$ cat src/rtl/cic_pkg.sv
package cic_pkg;

	// ----------------------------------------
	// datapath widths
	// ----------------------------------------
	localparam int IN_WIDTH = 16;
	localparam int OUT_WIDTH = 16;
	localparam int STAGES = 4;
	localparam int MAX_LOG2 = 5;

	// full bit growth for the largest R, no pruning
	localparam int ACC_WIDTH = IN_WIDTH + STAGES * MAX_LOG2;
	localparam int LOG2_WIDTH = 3;

	// ----------------------------------------
	// register map
	// ----------------------------------------
	localparam logic [7:0] CTRL_ADDR = 8'h00;
	localparam logic [7:0] COUNT_ADDR = 8'h04;

	// ----------------------------------------
	// sample and bus types
	// ----------------------------------------
	typedef struct packed {
		logic valid;
		logic signed [IN_WIDTH-1:0] data;
	} in_sample_t;

	typedef struct packed {
		logic valid;
		logic signed [ACC_WIDTH-1:0] data;
	} acc_sample_t;

	typedef struct packed {
		logic valid;
		logic signed [OUT_WIDTH-1:0] data;
	} out_sample_t;

	typedef struct packed {
		logic psel;
		logic penable;
		logic pwrite;
		logic [7:0] paddr;
		logic [31:0] pwdata;
	} apb_req_t;

	typedef struct packed {
		logic pready;
		logic pslverr;
		logic [31:0] prdata;
	} apb_rsp_t;

endpackage

$ cat src/rtl/cic_apb_regs.sv
module cic_apb_regs
	import cic_pkg::*;
(
	input  logic clock,
	input  logic reset,
	input  apb_req_t apb_req,
	output apb_rsp_t apb_rsp,
	input  logic out_valid,
	output logic enable,
	output logic [LOG2_WIDTH-1:0] log2_r,
	output logic clear
);

	logic access;
	logic ctrl_hit;
	logic count_hit;
	logic range_ok;
	logic ctrl_write;
	logic bad_write;
	logic bad_read;
	logic [31:0] out_count;

	// ----------------------------------------
	// access decode
	// ----------------------------------------
	assign access = apb_req.psel && apb_req.penable;
	assign ctrl_hit = (apb_req.paddr == CTRL_ADDR);
	assign count_hit = (apb_req.paddr == COUNT_ADDR);
	assign range_ok = (apb_req.pwdata[LOG2_WIDTH:1] <= LOG2_WIDTH'(MAX_LOG2));

	assign ctrl_write = access && apb_req.pwrite && ctrl_hit && range_ok;
	// count register is read-only, so only the control word takes writes
	assign bad_write = apb_req.pwrite && !(ctrl_hit && range_ok);
	assign bad_read = !apb_req.pwrite && !ctrl_hit && !count_hit;

	// ----------------------------------------
	// control register and output counter
	// ----------------------------------------
	always_ff @(posedge clock)
	begin
		if (reset)
		begin
			enable <= 1'b0;
			log2_r <= '0;
			clear <= 1'b0;
			out_count <= '0;
		end
		else
		begin
			// flush pulse follows the accepted write by one cycle
			clear <= ctrl_write;
			if (ctrl_write)
			begin
				{log2_r, enable} <= apb_req.pwdata[LOG2_WIDTH:0];
			end
			// strobes still in flight before the flush are not counted
			if (ctrl_write || clear)
				out_count <= '0;
			else if (out_valid)
				out_count <= out_count + 32'd1;
		end
	end

	// ----------------------------------------
	// response, zero wait states
	// ----------------------------------------
	assign apb_rsp.pready = 1'b1;
	assign apb_rsp.pslverr = access && (bad_write || bad_read);

	always_comb
	begin
		case (apb_req.paddr)
			CTRL_ADDR: apb_rsp.prdata = {{(31 - LOG2_WIDTH){1'b0}}, log2_r, enable};
			COUNT_ADDR: apb_rsp.prdata = out_count;
			default: apb_rsp.prdata = '0;
		endcase
	end

endmodule

$ cat src/rtl/cic_integrator_chain.sv
module cic_integrator_chain
	import cic_pkg::*;
(
	input  logic clock,
	input  logic reset,
	input  logic clear,
	input  logic enable,
	input  in_sample_t sample_in,
	output acc_sample_t acc_out
);

	logic strobe;
	logic valid_q;
	logic signed [ACC_WIDTH-1:0] extended;
	logic signed [ACC_WIDTH-1:0] stage_in [STAGES];
	logic signed [ACC_WIDTH-1:0] integ [STAGES];

	// samples are dropped while the filter is disabled
	assign strobe = sample_in.valid && enable;

	assign extended = {{(ACC_WIDTH - IN_WIDTH){sample_in.data[IN_WIDTH-1]}}, sample_in.data};

	// ----------------------------------------
	// integrator stages
	// ----------------------------------------
	for (genvar i = 0; i < STAGES; i++)
	begin : g_stage
		if (i == 0)
		begin : g_first
			assign stage_in[i] = extended;
		end
		else
		begin : g_next
			// old value of the previous stage, one sample lag each
			assign stage_in[i] = integ[i-1];
		end

		// modular arithmetic, wraparound is harmless in a CIC
		always_ff @(posedge clock)
		begin
			if (reset || clear)
				integ[i] <= '0;
			else if (strobe)
				integ[i] <= integ[i] + stage_in[i];
		end
	end

	always_ff @(posedge clock)
	begin
		if (reset || clear)
			valid_q <= 1'b0;
		else
			valid_q <= strobe;
	end

	assign acc_out = '{valid: valid_q, data: integ[STAGES-1]};

endmodule

$ cat src/rtl/cic_decimation_ctrl.sv
module cic_decimation_ctrl
	import cic_pkg::*;
(
	input  logic clock,
	input  logic reset,
	input  logic clear,
	input  logic [LOG2_WIDTH-1:0] log2_r,
	input  acc_sample_t acc_in,
	output acc_sample_t acc_out
);

	logic [MAX_LOG2-1:0] sample_no;
	logic [MAX_LOG2-1:0] last_no;
	logic group_end;

	// R - 1 as a mask, all ones for R = 32
	assign last_no = ~({MAX_LOG2{1'b1}} << log2_r);
	assign group_end = (sample_no == last_no);

	// ----------------------------------------
	// group counter
	// ----------------------------------------
	always_ff @(posedge clock)
	begin
		if (reset || clear)
			sample_no <= '0;
		else if (acc_in.valid)
		begin
			if (group_end)
				sample_no <= '0;
			else
				sample_no <= sample_no + 1'b1;
		end
	end

	// keep one sample per group
	always_ff @(posedge clock)
	begin
		if (reset || clear)
			acc_out.valid <= 1'b0;
		else
			acc_out.valid <= acc_in.valid && group_end;
	end

	always_ff @(posedge clock)
	begin
		if (acc_in.valid)
			acc_out.data <= acc_in.data;
	end

endmodule

$ cat src/rtl/cic_comb_chain.sv
module cic_comb_chain
	import cic_pkg::*;
(
	input  logic clock,
	input  logic reset,
	input  logic clear,
	input  acc_sample_t acc_in,
	output acc_sample_t acc_out
);

	// stage_in[i] feeds comb i, the last entry is the chain result
	logic signed [ACC_WIDTH-1:0] stage_in [STAGES+1];
	logic signed [ACC_WIDTH-1:0] delay [STAGES];

	assign stage_in[0] = acc_in.data;

	// ----------------------------------------
	// comb stages, differential delay of 1
	// ----------------------------------------
	for (genvar i = 0; i < STAGES; i++)
	begin : g_stage
		assign stage_in[i+1] = stage_in[i] - delay[i];

		always_ff @(posedge clock)
		begin
			if (reset || clear)
				delay[i] <= '0;
			else if (acc_in.valid)
				delay[i] <= stage_in[i];
		end
	end

	// ----------------------------------------
	// output register
	// ----------------------------------------
	always_ff @(posedge clock)
	begin
		if (reset || clear)
			acc_out.valid <= 1'b0;
		else
			acc_out.valid <= acc_in.valid;
	end

	// whole chain settles within the cycle, only the result is held
	always_ff @(posedge clock)
	begin
		if (acc_in.valid)
			acc_out.data <= stage_in[STAGES];
	end

endmodule

$ cat src/rtl/cic_output_round.sv
module cic_output_round
	import cic_pkg::*;
(
	input  logic clock,
	input  logic reset,
	input  logic clear,
	input  logic [LOG2_WIDTH-1:0] log2_r,
	input  acc_sample_t acc_in,
	output out_sample_t sample_out
);

	int shift;
	logic signed [ACC_WIDTH-1:0] scaled;
	logic [ACC_WIDTH-1:0] below;
	logic round_bit;
	logic signed [OUT_WIDTH:0] rounded;
	logic signed [OUT_WIDTH-1:0] result;

	// ----------------------------------------
	// slice by gain, round half up
	// ----------------------------------------
	always_comb
	begin
		// gain of R^STAGES is a shift of STAGES * log2 R
		shift = STAGES * int'(log2_r);
		scaled = acc_in.data >>> shift;
		below = acc_in.data >> (shift - 1);
		// no fraction below the slice when R is 1
		round_bit = (log2_r != '0) ? below[0] : 1'b0;
		rounded = {scaled[OUT_WIDTH-1], scaled[OUT_WIDTH-1:0]} + {{OUT_WIDTH{1'b0}}, round_bit};

		// rounding only adds, so overflow goes toward the positive limit
		if (rounded[OUT_WIDTH] != rounded[OUT_WIDTH-1])
			result = {1'b0, {(OUT_WIDTH - 1){1'b1}}};
		else
			result = rounded[OUT_WIDTH-1:0];
	end

	// ----------------------------------------
	// output register
	// ----------------------------------------
	always_ff @(posedge clock)
	begin
		if (reset || clear)
			sample_out.valid <= 1'b0;
		else
			sample_out.valid <= acc_in.valid;
	end

	always_ff @(posedge clock)
	begin
		if (acc_in.valid)
			sample_out.data <= result;
	end

endmodule

$ cat src/rtl/cic_decimator_top.sv
module cic_decimator_top
	import cic_pkg::*;
(
	input  logic clock,
	input  logic reset,
	input  apb_req_t apb_req,
	output apb_rsp_t apb_rsp,
	input  in_sample_t sample_in,
	output out_sample_t sample_out
);

	logic enable;
	logic [LOG2_WIDTH-1:0] log2_r;
	logic clear;
	acc_sample_t integ_out;
	acc_sample_t decim_out;
	acc_sample_t comb_out;

	// ----------------------------------------
	// register block
	// ----------------------------------------
	cic_apb_regs i_cic_apb_regs (
		.clock     (clock),
		.reset     (reset),
		.apb_req   (apb_req),
		.apb_rsp   (apb_rsp),
		.out_valid (sample_out.valid),
		.enable    (enable),
		.log2_r    (log2_r),
		.clear     (clear)
	);

	// ----------------------------------------
	// filter pipeline, 4 cycles strobe to strobe
	// ----------------------------------------
	cic_integrator_chain i_cic_integrator_chain (
		.clock     (clock),
		.reset     (reset),
		.clear     (clear),
		.enable    (enable),
		.sample_in (sample_in),
		.acc_out   (integ_out)
	);

	cic_decimation_ctrl i_cic_decimation_ctrl (
		.clock   (clock),
		.reset   (reset),
		.clear   (clear),
		.log2_r  (log2_r),
		.acc_in  (integ_out),
		.acc_out (decim_out)
	);

	cic_comb_chain i_cic_comb_chain (
		.clock   (clock),
		.reset   (reset),
		.clear   (clear),
		.acc_in  (decim_out),
		.acc_out (comb_out)
	);

	cic_output_round i_cic_output_round (
		.clock      (clock),
		.reset      (reset),
		.clear      (clear),
		.log2_r     (log2_r),
		.acc_in     (comb_out),
		.sample_out (sample_out)
	);

endmodule

$ cat config.mk
export PLATFORM = sky130hd
export DESIGN_NAME = cic_decimator_top
export DESIGN_NICKNAME = d
export VERILOG_FILES = /design/src/rtl/cic_pkg.sv /design/src/rtl/cic_apb_regs.sv /design/src/rtl/cic_integrator_chain.sv /design/src/rtl/cic_decimation_ctrl.sv /design/src/rtl/cic_comb_chain.sv /design/src/rtl/cic_output_round.sv /design/src/rtl/cic_decimator_top.sv
export SDC_FILE = /design/constraint.sdc
export NUM_CORES = 1
export LEC_CHECK = 0
export BUFFER_PORTS_ARGS = -buffer_cell sky130_fd_sc_hd__buf_2
export CAP_MARGIN = 15
export CORE_MARGIN = 8
export CORE_UTILIZATION = 50
export CTS_CLUSTER_DIAMETER = 50
export DETAILED_ROUTE_END_ITERATION = 8
export PLACE_DENSITY_LB_ADDON = 0.3
export SKIP_CTS_REPAIR_TIMING = 1
export SYNTH_ARGS = -nofsm -noshare
export SYNTH_HDL_FRONTEND = slang
export SYNTH_HIERARCHICAL = 1
export SYNTH_SLANG_ARGS = --single-unit
$ cat constraint.sdc
create_clock -name clock -period 13.2 [get_ports clock]
set_input_delay 2.64 -clock clock [delete_from_list [all_inputs] [get_ports clock]]
set_output_delay 2.64 -clock clock [all_outputs]
set_load 0.005 [all_outputs]
==> out/qor.csv, run 1 <==
stage,metric,value,unit
timing,rsz0062_at_grt,false,
synth,synth_warnings,6,
cells_and_area,final_area,34810,um2
synth,yosysTopAreaCellShare,35.67,%
clocking,cts_tree,done,
power,p_per_area,124.8,nW/um2
timing,worst_slew_pin_slew,1.081,ns
cells_and_area,area_growth_syn_to_layout,9.971,%
synth,synth_area_leaders,"edfxtp_1 36%, ha_1 11%, xnor2_1 4.4%",
synth,synthesis.area,31660,um2
floorplanning,fp-row-count,92,
run,max_cap_violations,0,
synth,ys_async_sr_fraction,0,%
placed_design,dp_hpwl,48.23,mm
power,power_leakage,14.52,nW
synth,ys_types,119,
global_routing,antenna_found_initial,0,
critical_path,cp.arrival,9.10,ns
clocking,insertion_delay,0.59,ns
critical_path,cpMostUsedCell,a21oi_1,
floorplanning,coreArea,62850,um2
critical_path,cp_max_fo,8,
global_routing,grtUsageTotal,17.60,%
synth,syn_nets,3666,
floorplanning,initial_core_util,50.37,%
timing,fin_skew,0.02482,ns
placed_design,dp_cells,4154,
detailed_routing,wirelength,64.22,mm
placed_design,portBuffers,83,
global_routing,grt_overflow,0,
cells_and_area,drive_above_1_share,8.811,%
detailed_routing,drtIter0Drc,1120,
clocking,cts.sinks,422,
synth,postSynthAreaPerCell,9.564,um2
detailed_routing,wl_per_cell,15.07,um
critical_path,cp_slowest_stage_delay,0.63,ns
synth,synth_area_leader_cell,edfxtp_1,
timing,tns,0,ns
global_routing,grt_max_degree,97,
min_path,hp-class,reg -> reg,
cells_and_area,antenna_cells,0,
power,max-vdd-ir-drop,0.09244,mV
critical_path,slowest_stage,a2111oi_0,
detailed_routing,firstDrtPassIters,5,
timing,slew_violations,0,
detailed_routing,drtAntennaViolNets,0,
synth,synth_top_flop_cell,edfxtp_1,
floorplanning,design.die.area,71620,um2
timing,fin_hold_ws,0.4695,ns
synth,seq_area_frac_synth,38.57,%
critical_path,path_class,reg -> reg,
clocking,h-tree-depth,2,
floorplanning,ioPinCount,113,
critical_path,r2r_slack,4.44,ns
timing,slew_headroom,27.75,%
clocking,clkTransAtPathRegs,0.06,ns
timing,fmax,114.2,MHz
placed_design,pre_cts_ws,4.496,ns
global_routing,grt_pass1_vias,23280,
cells_and_area,nets,3723,
clocking,clk_path_buf_depth,3,
critical_path,worstSetupStartpointType,flip-flop,
timing,min_period,8.759,ns
critical_path,cp_data_required_time,13.54,ns
timing,fin_crit_sh,66.36,%
timing,setup_violations,0,
synth,synth_edf_count,376,
cells_and_area,final_cell_mix,"376 x edfxtp_1, 286 x ha_1, 282 x nor2_1",
status,outcome,"finished, final reports clean",
global_routing,grt_pass1_wl,107.3,mm
synth,ys_seq_elements,422,
clocking,cts_root_buf,clkbuf_16,
placed_design,gp_congestion,0.8897,
detailed_routing,drc,0,
detailed_routing,viasPerCell,5.601,
timing,final_hold_viol_count,0,
cells_and_area,instances_no_fill,4262,
placed_design,place_area,32810,um2
critical_path,cp-end-kind,flip-flop,
clocking,cts_made_buffers,57,
synth,synthCells,3310,
floorplanning,die_h,267.6,um
detailed_routing,vias,23870,
floorplanning,chipWidth,267.6,um
timing,layout_setup_ws,4.441,ns
cells_and_area,final_common_cell,edfxtp_1,
cell type report:
cell class	instances	area, um2
tap	846	1059
clock inverter	42	501.7
multi-input combinational	2575	18220
clock buffer	66	1503
timing repair buffer	95	505.5
sequential	422	12220
inverter	216	810.8
fill	5591	28040
worst paths after layout:
check / start / to / cells after the start
max reg2reg: i_cic_decimation_ctrl/acc_out[0]$_DFFE_PP_ / i_cic_comb_chain/acc_out[35]$_DFFE_PP_ / 42
max: i_cic_decimation_ctrl/acc_out[0]$_DFFE_PP_ / i_cic_comb_chain/acc_out[35]$_DFFE_PP_ / 42
min: i_cic_integrator_chain/integ[3][19]$_SDFFCE_PN0P_ / i_cic_decimation_ctrl/acc_out[19]$_DFFE_PP_ / 0
min reg2reg: i_cic_integrator_chain/integ[3][19]$_SDFFCE_PN0P_ / i_cic_decimation_ctrl/acc_out[19]$_DFFE_PP_ / 0
sequential cells by signal, summed over array words and instances (netlist names):
| register | cells |
|---|---|
| i_cic_comb_chain/delay | 144 |
| i_cic_integrator_chain/integ | 144 |
| i_cic_comb_chain/acc_out | 37 |
| i_cic_decimation_ctrl/acc_out | 37 |
| i_cic_apb_regs/out_count | 32 |
| i_cic_output_round/sample_out | 17 |
| i_cic_decimation_ctrl/sample_no | 5 |
| i_cic_apb_regs/log2_r | 3 |
| i_cic_apb_regs/clear | 1 |
| i_cic_apb_regs/enable | 1 |
| i_cic_integrator_chain/valid_q | 1 |
report_power, final:
| part | total (mW) | internal [mW] | switching (mW) | leakage, nW |
|---|---|---|---|---|
| clock | 1.59 | 0.986 | 0.608 | 0.961 |
| combinational | 1.21 | 0.518 | 0.690 | 9.42 |
| sequential | 1.54 | 1.53 | 0.0165 | 4.14 |
| total | 4.35 | 3.03 | 1.31 | 14.5 |
critical path: cells and delay by family (launching register included):
| family | cells | cell delay, ns |
|---|---|---|
| compound gates | 22 | 4.78 |
| fa+ha+maj | 5 | 1.61 |
| simple gates | 9 | 1.01 |
| xor+xnor | 5 | 0.77 |
| flops | 1 | 0.31 |
| buf+inv | 1 | 0.05 |
synth_stat cells (34+ instances only):
library cell    n
a21o_1        142
a21oi_1       268
a31oi_1        41
and2_1        144
and3_1         67
clkbuf_1       74
dfxtp_1        46
edfxtp_1      376
ha_1          286
inv_1         215
mux2i_1        46
nand2_1       210
nand3_1        73
nand4_1        52
nor2_1        283
nor2b_1        34
nor3_1         53
o21ai_0       132
o21ai_1        35
o21bai_1       39
xnor2_1       158
xor2_1        108
kinds of logic (layout without fill, tap and decap cells):
family                     after synthesis  in the layout  synth area share, %
xor gates and xnor gates               269            269                7.533
other                                    1              1              0.01185
and+or+nand+nor                       1064           1064                17.30
DFF                                    422            422                38.57
muxes                                   59             59                2.249
adders and majority gates              294            294                11.81
buffers and inverters                  313            419                3.960
AOI/OAI and AO/OA                      888            888                18.56
per-stage QoR:
stage / power (mW) / util (%)
floorplan: 2.553 / -
global placement: 2.753 / 52.20
detailed placement: 2.772 / 52.20
CTS: 4.386 / 55.39
global route: 4.600 / 55.39
finish: 4.346 / 55.39
per-layer routing:
layer / vias to the layer above / share of wire, % / track usage, %
met5: - / 0 / 0
met4: 0 / 3.5 / 6.756
met3: 157 / 2.9 / 2.093
met2: 384 / 50 / 32.69
met1: 11050 / 44 / 20.52
li1: 12280 / - / -
(Power assumes the default switching activity.)
==> run 2, diff against run 1 <==
==> constraint.sdc (replaced) <==
create_clock -name clock -period 8.45 [get_ports clock]
set_input_delay 1.69 -clock clock [delete_from_list [all_inputs] [get_ports clock]]
set_output_delay 1.69 -clock clock [all_outputs]
set_load 0.005 [all_outputs]
==> out/qor.csv, run 2 (synthesis gave the netlist of run 1 again) <==
stage,metric,value,unit,change
detailed_routing,wl_met2,32.58,mm,+1.3%
cells_and_area,multi_input_area,18330,um2,+0.62%
timing,final_hold_viol_count,0,,unchanged
cells_and_area,reg_top3,"i_cic_comb_chain/delay (144), i_cic_integrator_chain/integ (144)",,
power,power_frac_clock,36.4,%,-0.3 points
floorplanning,chipWidth,267.6,um,unchanged
min_path,hp-class,reg -> reg,,
power,p_per_area,196.9,nW/um2,+58%
detailed_routing,viasPerCell,5.603,,about the same
cells_and_area,regArea,12220,um2,unchanged
detailed_routing,wl_met1,27.94,mm,about the same
placed_design,dp_cells,4160,,+0.14%
detailed_routing,wirelength,64.92,mm,+1.1%
critical_path,r2r_slack,0.56,ns,-3.88 ns
floorplanning,fp-row-count,92,,unchanged
power,internal_power,4.785,mW,+58%
detailed_routing,drc,0,,unchanged
floorplanning,ioPinCount,113,,unchanged
timing,slew_headroom,28.68,%,+0.92 points
critical_path,cp_data_required_time,8.79,ns,-4.75 ns
power,p_sw,2.109,mW,+60%
cells_and_area,area_growth_syn_to_layout,10.59,%,
global_routing,grtUsageTotal,17.68,%,+0.078 points
floorplanning,die_h,267.6,um,unchanged
clocking,cts.sinks,422,,unchanged
cells_and_area,nets,3732,,+0.24%
timing,worst_slew_pin_slew,1.067,ns,-0.01380 ns
critical_path,worstRegToRegCells,43,,+2.4%
detailed_routing,drtIter0Drc,1165,,+4.0%
critical_path,cp.arrival,8.24,ns,-0.86 ns
clocking,insertion_delay,0.60,ns,about the same
timing,min_period,7.892,ns,-0.8670 ns
min_path,hold_start,i_cic_integrator_chain/integ[3][28]$_SDFFCE_PN0P_,,
timing,fin_skew,0.02409,ns,-0.0007263 ns
detailed_routing,firstDrtPassIters,7,,+2
critical_path,path_class,reg -> reg,,
detailed_routing,met3RoutedLength,1.829,mm,-3.0%
clocking,clk_path_buf_depth,3,,unchanged
critical_path,slowest_stage,or3_1,,
clocking,cts_made_buffers,56,,-1.8%
critical_path,r2r_start,i_cic_decimation_ctrl/acc_out[0]$_DFFE_PP_,,
timing,fin_crit_sh,93.40,%,+27 points
cells_and_area,final_cell_mix,"376 x edfxtp_1, 284 x ha_1, 281 x nor2_1",,
placed_design,dp_hpwl,48.43,mm,+0.41%
global_routing,grt_pass1_vias,23280,,+0.013%
power,p_seq_share,35.0,%,-0.5 points
power,swShare,30.59,%,+0.34 points
global_routing,grt_overflow,0,,unchanged
timing,fmax,126.7,MHz,+11%
cells_and_area,final_core_util,55.71,%,+0.31 points
critical_path,cp-end-kind,flip-flop,,
clocking,cts_root_buf,clkbuf_16,,
cells_and_area,final_common_cell,edfxtp_1,,
min_path,hold_depth,0,,unchanged
critical_path,cp_max_fo,6,,-2
global_routing,grt_pass1_wl,107.4,mm,about the same
cells_and_area,drive_above_1_share,9.819,%,+1.0 points
cells_and_area,antenna_cells,0,,unchanged
clocking,cts_tree,done,,
timing,slew_violations,0,,unchanged
min_path,whs_endpoint,i_cic_decimation_ctrl/acc_out[28]$_DFFE_PP_,,
global_routing,grt_max_degree,97,,unchanged
placed_design,gp_congestion,0.9029,,+1.5%
run,max_cap_violations,0,,unchanged
clocking,clkTransAtPathRegs,0.06,ns,about the same
floorplanning,design.die.area,71620,um2,unchanged
timing,setup_violations,0,,unchanged
detailed_routing,wl_per_cell,15.21,um,+0.94%
power,power_frac_comb,28.6,%,+0.8 points
clocking,h-tree-depth,2,,unchanged
power,power_leakage,14.61,nW,+0.56%
floorplanning,coreArea,62850,um2,unchanged
critical_path,worstSetupStartpointType,flip-flop,,
status,outcome,"finished, final reports clean",,
floorplanning,initial_core_util,50.37,%,unchanged
detailed_routing,drtAntennaViolNets,0,,unchanged
cells_and_area,fill_cells,5609,,+0.32%
placed_design,portBuffers,83,,unchanged
power,max-vdd-ir-drop,0.1483,mV,+60%
detailed_routing,vias,23910,,+0.17%
detailed_routing,highest_layer,met4,,
critical_path,cp_slowest_stage_delay,0.46,ns,-0.17 ns
power,power,6.893,mW,+59%
critical_path,rr_endpoint,i_cic_comb_chain/acc_out[35]$_DFFE_PP_,,
global_routing,antenna_found_initial,0,,unchanged
timing,tns,0,ns,unchanged
cells_and_area,instances_no_fill,4268,,+0.14%
timing,fin_hold_ws,0.4594,ns,-0.01010 ns
-- run 2: cell types whose count changed in the layout (fill, tap and decap cells not counted), sizes merged --
cell / delta
clkinvlp: -3
buf: +10
clkinv: -3
inv: +2
-- run 2: critical path: cells and delay by family (launching register included) --
family,cells,cell delay (ns)
compound gates,18,2.92
simple gates,13,1.69
fa+ha+maj,5,1.69
xor+xnor,5,0.74
flops,1,0.32
buf+inv,2,0.22
-- run 2: final cells by class --
cell class                      instances  share of cell area [%]
Inverter                              216                   2.316
Clock inverter                         38                   1.429
Sequential cell                       422                   34.89
Timing Repair Buffer                  105                   1.658
Clock buffer                           66                   4.321
Tap cell                              846                   3.023
Multi-Input combinational cell       2575                   52.36
-- run 2: layer usage --
| metal | global-route usage [%] | vias up |
|---|---|---|
| li1 | - | 12280 |
| met1 | 20.48 | 11060 |
| met2 | 32.68 | 405 |
| met3 | 2.038 | 170 |
| met4 | 7.531 | 0 |
| met5 | 0 | - |
-- run 2: how the worst max path moves through the flow --
stage	from	endpoint	cells past startpoint
4_1_cts	i_cic_decimation_ctrl/acc_out[0]$_DFFE_PP_	i_cic_comb_chain/acc_out[35]$_DFFE_PP_	43
3_3_place_gp	i_cic_decimation_ctrl/acc_out[0]$_DFFE_PP_	i_cic_comb_chain/acc_out[35]$_DFFE_PP_	43
3_5_place_dp	i_cic_decimation_ctrl/acc_out[0]$_DFFE_PP_	i_cic_comb_chain/acc_out[35]$_DFFE_PP_	43
6_report	i_cic_decimation_ctrl/acc_out[0]$_DFFE_PP_	i_cic_comb_chain/acc_out[35]$_DFFE_PP_	43
5_1_grt	i_cic_decimation_ctrl/acc_out[0]$_DFFE_PP_	i_cic_comb_chain/acc_out[35]$_DFFE_PP_	43
2_1_floorplan	i_cic_decimation_ctrl/acc_out[0]$_DFFE_PP_	i_cic_comb_chain/acc_out[35]$_DFFE_PP_	43
-- run 2: power by group through the flow --
stage | clock network [mW] | logic [mW] | registers [mW]
6_report | 2.51 | 1.97 | 2.41
5_1_grt | 2.66 | 2.20 | 2.42
4_1_cts | 2.57 | 1.90 | 2.41
3_5_place_dp | 0 | 1.89 | 2.46
3_3_place_gp | 0 | 1.86 | 2.45
2_1_floorplan | 0 | 1.54 | 2.45
-- run 2: stage by stage --
step,worst slack [ns],area (um2)
6_report,0.5576,35010
5_1_grt,-0.08531,35010
4_1_cts,0.2561,34870
3_5_place_dp,0.2936,32860
3_3_place_gp,0.2458,32860
2_1_floorplan,0.8455,31660
